===== src/kd_pkg.sv =====
/*
 kd-tree search package
 tree shape, patch layout and config bus map shared by the
 search engine and its testbench
*/
`default_nettype none

package kd_pkg;

    // one patch component, also the median width
    localparam int COMP_WIDTH = 11;
    localparam int NUM_DIMS = 5;
    localparam int PATCH_WIDTH = COMP_WIDTH * NUM_DIMS;

    // split dimension lives in the low bits of the high half
    localparam int DIM_WIDTH = 3;

    // node word: median in [10:0], dimension field in [21:11]
    localparam int NODE_WIDTH = 2 * COMP_WIDTH;

    // six internal levels, heap numbered from the root
    localparam int TREE_DEPTH = 6;
    localparam int NUM_NODES = (1 << TREE_DEPTH) - 1;
    localparam int NODE_ADDR_WIDTH = TREE_DEPTH;
    localparam int NUM_LEAVES = 1 << TREE_DEPTH;
    localparam int LEAF_WIDTH = TREE_DEPTH;

    // input stage plus one register per level
    localparam int SEARCH_LATENCY = TREE_DEPTH + 1;

    // config bus
    localparam int WB_WIDTH = 32;
    localparam logic [WB_WIDTH-1:0] CFG_BASE = 32'h0000_1000;
    // two 32-bit words per node, low half first
    localparam int NODE_STRIDE = 8;
    localparam logic [WB_WIDTH-1:0] CFG_SPAN = WB_WIDTH'(NUM_NODES * NODE_STRIDE);

endpackage

`default_nettype wire


===== src/kd_node_loader.sv =====
/*
 kd-tree node loader
 picks the node write source: a streaming port with a wrapping
 counter, or a wishbone slave writing nodes in two 11-bit halves.
 the slave acknowledges every request one clock later
*/
`timescale 1ns/1ps
`default_nettype none

module kd_node_loader (
    input  wire                               clk,
    input  wire                               rst_n,
    input  wire                               bus_mode_i,
    input  wire                               load_valid_i,
    input  wire  [kd_pkg::NODE_WIDTH-1:0]      load_data_i,
    input  wire                               wbs_cyc_i,
    input  wire                               wbs_stb_i,
    input  wire                               wbs_we_i,
    input  wire  [kd_pkg::WB_WIDTH-1:0]        wbs_adr_i,
    input  wire  [kd_pkg::WB_WIDTH-1:0]        wbs_dat_i,
    input  wire  [kd_pkg::NODE_WIDTH-1:0]      node_rd_data_i,
    output logic                              wbs_ack_o,
    output logic [kd_pkg::WB_WIDTH-1:0]        wbs_dat_o,
    output logic                              node_wr_en_o,
    output logic [kd_pkg::NODE_ADDR_WIDTH-1:0] node_wr_addr_o,
    output logic [kd_pkg::NODE_WIDTH-1:0]      node_wr_data_o,
    output logic [kd_pkg::NODE_ADDR_WIDTH-1:0] node_rd_addr_o
);
    import kd_pkg::*;

    logic [NODE_ADDR_WIDTH-1:0] wr_cnt_q;
    logic                       stream_we;
    logic                       bus_req;
    logic                       bus_ok;
    logic [WB_WIDTH-1:0]        offset;
    logic [NODE_ADDR_WIDTH-1:0] bus_node;
    logic                       high_half;
    logic [COMP_WIDTH-1:0]      low_hold_q;
    logic [COMP_WIDTH-1:0]      rd_half;
    logic                       ack_q;
    logic [WB_WIDTH-1:0]        dat_q;

    // streaming writes only outside bus mode
    assign stream_we = load_valid_i & ~bus_mode_i;

    always_ff @(posedge clk) begin
        if (!rst_n) begin
            wr_cnt_q <= '0;
        end else if (stream_we) begin
            wr_cnt_q <= (wr_cnt_q == NODE_ADDR_WIDTH'(NUM_NODES - 1)) ? '0 : wr_cnt_q + 1'b1;
        end
    end

    // new request while the previous ack is not showing
    assign bus_req = wbs_cyc_i & wbs_stb_i & ~ack_q;

    // address decode, below-base wraps to a large offset and misses
    assign offset = wbs_adr_i - CFG_BASE;
    assign bus_node = offset[3 +: NODE_ADDR_WIDTH];
    assign high_half = offset[2];
    assign bus_ok = bus_req & bus_mode_i & (offset < CFG_SPAN);

    // low half waits here until the high half commits the node
    always_ff @(posedge clk) begin
        if (bus_ok && wbs_we_i && !high_half) begin
            low_hold_q <= wbs_dat_i[COMP_WIDTH-1:0];
        end
    end

    always_comb begin
        if (bus_mode_i) begin
            node_wr_en_o = bus_ok & wbs_we_i & high_half;
            node_wr_addr_o = bus_node;
            node_wr_data_o = {wbs_dat_i[COMP_WIDTH-1:0], low_hold_q};
        end else begin
            node_wr_en_o = stream_we;
            node_wr_addr_o = wr_cnt_q;
            node_wr_data_o = load_data_i;
        end
    end

    assign node_rd_addr_o = bus_node;
    assign rd_half = high_half ? node_rd_data_i[NODE_WIDTH-1:COMP_WIDTH]
                               : node_rd_data_i[COMP_WIDTH-1:0];

    // ack one clock after the request, read data alongside
    always_ff @(posedge clk) begin
        if (!rst_n) begin
            ack_q <= 1'b0;
        end else begin
            ack_q <= bus_req;
        end
    end

    // writes and misses read as zero
    always_ff @(posedge clk) begin
        if (bus_req) begin
            dat_q <= (bus_ok && !wbs_we_i) ? WB_WIDTH'(rd_half) : '0;
        end
    end

    assign wbs_ack_o = ack_q;
    assign wbs_dat_o = dat_q;

endmodule

`default_nettype wire


===== config.mk =====
export PLATFORM = sky130hd
export DESIGN_NAME = kd_node_loader
export DESIGN_NICKNAME = d
export VERILOG_FILES = /design/src/kd_pkg.sv /design/src/kd_node_loader.sv
export SDC_FILE = /design/constraint.sdc
export NUM_CORES = 1
export LEC_CHECK = 0
export BUFFER_PORTS_ARGS = -buffer_cell sky130_fd_sc_hd__buf_2
export CORE_UTILIZATION = 34
export DETAILED_ROUTE_END_ITERATION = 16
export PLACE_DENSITY_LB_ADDON = 0.1
export SLEW_MARGIN = 10
export SYNTH_ARGS = -nofsm -noshare
export SYNTH_HDL_FRONTEND = slang
export SYNTH_SLANG_ARGS = --single-unit

===== constraint.sdc =====
create_clock -name clk -period 3.8 [get_ports clk]
set_input_delay 0.95 -clock clk [delete_from_list [all_inputs] [get_ports clk]]
set_output_delay 0.95 -clock clk [all_outputs]
set_load 0.05 [all_outputs]

==> results of run 1 <==
-- synthesized netlist by cell type, types with 3 or more instances --
master and instances:
xor2_1 4, nor4_2 10, buf_1 3, mux2_2 27, nand4_1 3, buf_4 27
or3_1 4, clkbuf_1 4, nand3_1 4, nor2_1 8, nand2_1 5, nor4b_1 3
dfxtp_1 7, edfxtp_1 22, nor4_1 4, mux2i_1 11
-- final cells by class --
type / instances / area [um^2]
clock inverters: 3 / 12.5
repair buffers: 144 / 742
inverters: 1 / 3.75
flip-flops and latches: 29 / 801
multi-input cells: 127 / 1020
clock buffers: 5 / 68.8
well taps: 72 / 90.1
fillers: 551 / 2800
-- timing repair --
action / in CTS / in global routing
pin swaps: 2 / 1
setup buffers: 0 / 0
gates cloned: 0 / 0
setup endpoints to repair: 1 / 1
endpoints found under the hold margin: 0 / 0
gates resized for setup: 2 / 0
-- routing by layer --
metal / vias up / part of all wire, % / global-route usage [%]
li1: 866 / - / -
met1: 789 / 40 / 19.0
met2: 69 / 53 / 28.9
met3: 4 / 6.1 / 4.19
met4: 0 / 0.48 / 3.89
met5: - / 0 / 0
-- where the power goes --
group,internal [mW],leakage [nW],switching [mW],total (mW)
clock,0.123,0.0430,0.115,0.238
combinational,0.0866,0.942,0.211,0.297
sequential,0.347,0.252,0.00286,0.350
total,0.557,1.24,0.329,0.885
-- cells by family (layout without fill, tap and decap cells) --
kind of cell | after synthesis | after routing
buffers and inverters | 37 | 153
muxes | 38 | 38
other | 1 | 21
AOI/OAI and AO/OA | 7 | 7
and+or+nand+nor | 54 | 54
DFF | 29 | 29
xor gates and xnor gates | 5 | 5
adders and majority gates | 2 | 2
-- sequential cells by signal, summed over array words and instances, names as in the netlist --
register    flops
low_hold_q     11
wbs_dat_o      11
wr_cnt_q        6
wbs_ack_o       1
-- per-stage QoR --
step,instance area (um^2),cells,hold WS (ns),TNS [ns]
after global routing,2740,381,0.592,0
after global placement,2650,373,0.535,-0.116
after detailed placement,2650,373,0.529,-0.125
after CTS,2740,381,0.545,0
after floorplan,2070,193,0.489,-0.0653
final,2740,381,0.545,0
-- worst max path at each step --
stage / cells past startpoint / slack [ns] / to / startpoint
after CTS: 6 / 0.02 / node_wr_en_o / wbs_adr_i[20]
after floorplan: 4 / -0.07 / node_wr_en_o / wbs_adr_i[20]
after detailed placement: 6 / -0.12 / node_wr_en_o / wbs_adr_i[20]
after global placement: 6 / -0.12 / node_wr_en_o / wbs_adr_i[20]
final: 6 / 0.13 / node_wr_en_o / wbs_adr_i[20]
after global routing: 6 / 0.1 / node_wr_en_o / wbs_adr_i[20]
-- worst max-delay path: stages --
cell     delay, ns
buf_2         0.10
or4_4         0.53
or3_1         0.32
or4_4         0.45
o31ai_4       0.19
buf_6         0.19
==> results.toml, run 1 <==
[run_status]
status = "finished, final reports clean"

[timing]
fmax_mhz = 272
clock_skew_ns = 0.00257
relSlewSlack_pct = 66.0
setup_viol = 0
setup_slack_ns = 0.128
rsz0062_at_grt = "no"
hold_violations = 0
period_minus_slack_ns = 3.67
fin_crit_sh_pct = 96.6
maxSlewViolCount = 0
tightest_slew_ns = 0.508

[synth]
yosysWarnings = 0
avgSynthCellArea_um2 = 11.4
synth_edf_count = 22
yosysSeqAreaShare_pct = 40.6
synth_seq_cells = 29
synthArstFlopShare_pct = 0
yosys.area_share.adder_pct = 1.27
synth_top_area_share_pct = 33.5
synth_xor_area_share_pct = 2.22
ys.flop_type = "edfxtp_1"
syn_area_um2 = 1970
synth_compound_area_share_pct = 2.54
syn_inst = 173
muxShareOfSynthArea_pct = 21.0
yosysTopAreaCell = "edfxtp_1"
ys_types = 36
synth_top_family_by_area = "multiplexers"
synthSimpleGateAreaFrac_pct = 19.5
synth.top_cells.by_area = "edfxtp_1, mux2_2, buf_4"

[layout]
layout_commonest_cell = "buf_2"
final_cell_mix = "buf_2, mux2_2, edfxtp_1"
diodes = 0
fin_nets = 425
utilization_pct = 49.4
layout-drive-gt1-share_pct = 62.8
syn_to_final_growth_pct = 39.0

[job]
timing.max_cap.violations = 0

[power]
p_leak_nw = 1.24
power.total_mw = 0.885
p_per_area_nw_per_um2 = 323
ir_drop_v = 0.000128

[clocking]
root_buffer = "clkbuf_8"
insertion_delay_ns = 0.27
htreeDepth = 2
cts.clk_slew.worst_paths_ns = 0.06
cts_hold_buffers = 0
numCtsBuffers = 5
tritoncts = "done"
clock-sinks = 29
clk_path_buf_depth = 2

[worst_setup_path]
crit_arrival_ns = 2.72
startpoint_type = "input pin"
rrSetupSlack_ns = 1.65
reg2regPathDepth = 6
r2r-start = "wbs_ack_o$_SDFF_PN0_"
cp.required_ns = 2.85
path_max_fanout = 2
r2r_end = "low_hold_q[3]$_DFFE_PP_"
path_class = "in -> out"
worstSetupEndpointType = "output port"

[die]
io_pins = 183
start_util_pct = 35.6
die_area_um2 = 6100
die_w_um = 78.1
fp-row-count = 27
fp.dieH_um = 78.1
core_area_um2 = 5540

[detailed_routing]
drc = 0
viasPerCell = 4.54
drt-total-wl_um = 4810
routedWlPerCell_um = 12.6
drt_iter0_drc = 53
ant_nets = 0
drtPass1Iterations = 4
via_count = 1728

[hold_path]
worstHoldStart = "wr_cnt_q[5]$_SDFFE_PN0P_"
hp-class = "reg -> reg"
hold_end = "wr_cnt_q[5]$_SDFFE_PN0P_"
min_path_cells = 2

[global_route]
grt_max_degree = 33
grt_pass1_wl_um = 7660
track_usage_pct = 16.1
gr-total-overflow = 0
antenna_found_initial = 0
grt_pass1_vias = 1604

[place]
gp_congestion = 0.815
post-place-ws_ns = -0.125
portBuffers = 138
dpl.hpwl_um = 3830
(Power assumes the default switching activity.)
==> inputs of run 2 (changes only) <==
- MAX_ROUTING_LAYER: default -> met4
==> results.toml, run 2 (synthesis gave the netlist of run 1 again) <==
[timing]
tightest_slew_ns = 0.508
final.setup.tns_ns = 0
maxSlewViolCount = 0
hold_violations = 0
period_minus_slack_ns = 3.67
relSlewSlack_pct = 66.0
fin_crit_sh_pct = 96.6
setup_viol = 0
clock_skew_ns = 0.00256
rsz0062_at_grt = "no"
fmax_mhz = 272

[clocking]
htreeDepth = 2
cts_setup_buffers = 0
numCtsBuffers = 5
root_buffer = "clkbuf_8"
insertion_delay_ns = 0.27
cts_hold_buffers = 0
tritoncts = "done"
cts.clk_slew.worst_paths_ns = 0.06
clk_path_buf_depth = 2
clock-sinks = 29

[power]
p_clk_share_pct = 26.9
ir_drop_v = 0.000128
p_per_area_nw_per_um2 = 323
p_comb_share_pct = 33.6
power.switching_mw = 0.329
p_leak_nw = 1.24
swShare_pct = 37.1
p_int_mw = 0.557
seqPwrFrac_pct = 39.5

[global_route]
antenna_found_initial = 0
grt_max_degree = 33
grt_pass1_vias = 1608
track_usage_pct = 16.5
grt_pass1_wl_um = 7650
gr-total-overflow = 0

[layout]
layout-drive-gt1-share_pct = 62.8
layout_commonest_cell = "buf_2"
fillers = 551
syn_to_final_growth_pct = 39.0
fin_nets = 425
diodes = 0
final_cell_mix = "buf_2, mux2_2, edfxtp_1"
final_area_um2 = 2740

[die]
die_w_um = 78.1
start_util_pct = 35.6
core_area_um2 = 5540
fp.dieH_um = 78.1
fp-row-count = 27
die_area_um2 = 6100
io_pins = 183

[place]
gp_congestion = 0.828
dpl.hpwl_um = 3830
place_area_um2 = 2650
portBuffers = 138

[run_status]
status = "finished, final reports clean"

[detailed_routing]
ant_nets = 0
via_count = 1734
drtPass1Iterations = 4
viasPerCell = 4.55
routedWlPerCell_um = 12.6
drt_iter0_drc = 39
drc = 0
drt-total-wl_um = 4810

[worst_setup_path]
crit_chain = "buf_2 > or4_4 > or3_1 > or4_4 > o31ai_4 > buf_6"
path_class = "in -> out"
worst_path_largest_cell_delay_ns = 0.53
worstSetupStartpoint = "wbs_adr_i[20]"
path_max_fanout = 2
rrSetupSlack_ns = 1.65
cp.required_ns = 2.85
cp_slowest_cell = "or4_4"
crit_arrival_ns = 2.72
cp_top_family = "simple AND/OR/NAND/NOR gates"
path_buf_inv = 2
r2r-start = "wbs_ack_o$_SDFF_PN0_"
worstSetupEndpointType = "output port"
startpoint_type = "input pin"
cp_common_cell = "or4_4"

[hold_path]
hp-class = "reg -> reg"
worstHoldStart = "wr_cnt_q[5]$_SDFFE_PN0P_"

[job]
timing.max_cap.violations = 0
==> run 2: cell counts in the layout (fill, tap and decap cells not counted) <==
No cell type changed its count.
==> run 2: final cells by class <==
class,count,area (um^2),share of cell area [%]
Clock inverter,3,12.5,0.457
Clock buffer,5,68.8,2.51
Timing Repair Buffer,144,742,27.1
Sequential cell,29,801,29.2
Inverter,1,3.75,0.137
Tap cell,72,90.1,3.29
Multi-Input combinational cell,127,1020,37.3
==> run 2: repair_timing <==
item,in CTS,in global routing
endpoints found under the hold margin,0,0
setup endpoints to repair,1,1
gates cloned,0,0
pin swaps,2,1
resized for setup,2,0
==> run 2: power by group through the flow <==
stage / clock [mW] / combinational, mW / sequential, mW
floorplan: 0 / 0.212 / 0.378
global placement: 0 / 0.296 / 0.357
detailed placement: 0 / 0.298 / 0.357
CTS: 0.250 / 0.300 / 0.350
global route: 0.259 / 0.315 / 0.351
finish: 0.238 / 0.297 / 0.350
==> run 2: worst register-to-register path: cells and delay by family, from the launching register on <==
| family | cells | cell delay, ns |
|---|---|---|
| buffers and inverters | 2 | 0.46 |
| DFF | 1 | 0.31 |
| and+or+nand+nor | 4 | 1.08 |
==> run 2: per-stage QoR <==
stage,instances,power [mW],hold slack (ns),util (%),worst slack [ns]
after CTS,381,0.899,0.545,49.4,0.0209
final,381,0.885,0.542,49.4,0.128
after global placement,373,0.653,0.535,47.9,-0.116
after floorplan,193,0.590,0.489,-,-0.0653
after global routing,381,0.925,0.592,49.4,0.0971
after detailed placement,373,0.655,0.529,47.9,-0.125
==> run 2: final timing paths <==
path | endpoint | depth (start not counted)
hold / removal | wr_cnt_q[5]$_SDFFE_PN0P_ | 2
setup / recovery | node_wr_en_o | 6
setup reg to reg | low_hold_q[3]$_DFFE_PP_ | 6
hold reg to reg | wr_cnt_q[5]$_SDFFE_PN0P_ | 2
==> run 2: per-layer routing <==
| layer | global-route usage, % | wire length, um | up-vias | share of wire, % |
|---|---|---|---|---|
| met5 | - | 0 | - | 0 |
| met4 | 3.89 | 23 | 0 | 0.48 |
| met3 | 4.19 | 293 | 4 | 6.1 |
| met2 | 29.5 | 2570 | 71 | 53 |
| met1 | 18.5 | 1920 | 791 | 40 |
| li1 | - | - | 868 | - |
==> inputs of run 3 (changes only) <==
- CORE_MARGIN: default -> 8
==> results.toml, run 3 (synthesis gave the netlist of run 1 again) <==
[global_route]
grt_pass1_vias = 1834
gr-total-overflow = 0
antenna_found_initial = 0
track_usage_pct = 13.8
grt_pass1_wl_um = 9280
grt_max_degree = 33

[hold_path]
hold_end = "wr_cnt_q[2]$_SDFFE_PN0P_"
min_path_cells = 2
hp-class = "reg -> reg"
worstHoldStart = "wr_cnt_q[2]$_SDFFE_PN0P_"

[timing]
final.setup.tns_ns = 0
setup_slack_ns = 0.0715
fmax_mhz = 268
maxSlewViolCount = 0
fin_crit_sh_pct = 98.1
whs_ns = 0.551
period_minus_slack_ns = 3.73
rsz0062_at_grt = "no"
hold_violations = 0
clock_skew_ns = 0.00684
setup_viol = 0

[power]
p_per_area_nw_per_um2 = 324
power.total_mw = 0.888
p_leak_nw = 1.24
ir_drop_v = 0.000129

[place]
post-place-ws_ns = -0.144
gp_congestion = 0.844
place_area_um2 = 2650
portBuffers = 138
dp.cells = 373
dpl.hpwl_um = 4990

[die]
io_pins = 183
start_util_pct = 35.6
die_area_um2 = 8490
die_w_um = 92.1
fp.dieH_um = 92.1
fp-row-count = 27
core_area_um2 = 5540

[layout]
fin_nets = 425
utilization_pct = 49.5
syn_to_final_growth_pct = 39.0
layout-drive-gt1-share_pct = 63.1
diodes = 0
final_cell_mix = "buf_2, mux2_2, edfxtp_1"
layout_commonest_cell = "buf_2"
fillers = 554
stdcell_count = 381
final_area_um2 = 2740

[detailed_routing]
ant_nets = 0
routedWlPerCell_um = 15.6
via_count = 1724
drt-total-wl_um = 5950
drc = 0
drtPass1Iterations = 3
drt_iter0_drc = 59
viasPerCell = 4.52

[clocking]
clock-sinks = 29
insertion_delay_ns = 0.28
cts.clk_slew.worst_paths_ns = 0.06
root_buffer = "clkbuf_8"
htreeDepth = 2
clk_path_buf_depth = 2
tritoncts = "done"
numCtsBuffers = 5

[job]
timing.max_cap.violations = 0

[worst_setup_path]
path_max_fanout = 2
r2r_end = "low_hold_q[0]$_DFFE_PP_"
cp.required_ns = 2.85
rrSetupSlack_ns = 1.65
worstSetupEndpointType = "output port"
startpoint_type = "input pin"
reg2regPathDepth = 6
crit_arrival_ns = 2.78
path_class = "in -> out"
r2r-start = "wbs_ack_o$_SDFF_PN0_"

[run_status]
status = "finished, final reports clean"
[run 3: cell types whose count changed in the layout (fill, tap and decap cells not counted), sizes merged]
| cell | previous run | this run |
|---|---|---|
| clkbuf | 5 | 6 |
| clkinv | 3 | 2 |
[run 3: cell type report]
cell class / instances / area [um^2] / share of cell area, %
well taps: 72 / 90.1 / 3.29
repair buffers: 144 / 742 / 27.1
clock inverters: 2 / 10.0 / 0.365
inverters: 1 / 3.75 / 0.137
clock buffers: 6 / 72.6 / 2.65
multi-input cells: 127 / 1020 / 37.3
flip-flops and latches: 29 / 801 / 29.2
[run 3: worst max path at each step]
stage                  startpoint      endpoint  slack (ns)
finish              wbs_adr_i[20]  node_wr_en_o        0.07
global route        wbs_adr_i[20]  node_wr_en_o        0.04
CTS                 wbs_adr_i[20]  node_wr_en_o        0.06
detailed placement  wbs_adr_i[20]  node_wr_en_o       -0.14
global placement    wbs_adr_i[20]  node_wr_en_o       -0.13
floorplan           wbs_adr_i[20]  node_wr_en_o       -0.07
[run 3: worst max-delay path, cell delays in order]
cell and delay (ns):
buf_2 0.10, or4_4 0.52, or3_1 0.34, or4_4 0.45, o31ai_4 0.24, buf_6 0.19
[run 3: report_power, final]
group / switching (mW) / internal [mW] / leakage (nW) / total (mW)
sequential: 0.00302 / 0.347 / 0.252 / 0.350
clock: 0.111 / 0.126 / 0.0450 / 0.238
combinational: 0.214 / 0.0866 / 0.942 / 0.300
total: 0.328 / 0.560 / 1.24 / 0.888
[run 3: repair_timing]
action,4_1_cts,5_1_grt
resized for setup,2,0
hold buffers,0,0
endpoints found under the setup margin,1,0
setup buffers,0,0
[run 3: metal layers]
| layer | up-vias | track usage (%) | routed length (um) |
|---|---|---|---|
| met5 | - | - | 0 |
| met4 | 0 | 3.62 | 57 |
| met3 | 6 | 4.32 | 352 |
| met2 | 70 | 23.8 | 3090 |
| met1 | 778 | 15.1 | 2450 |
| li1 | 870 | - | - |
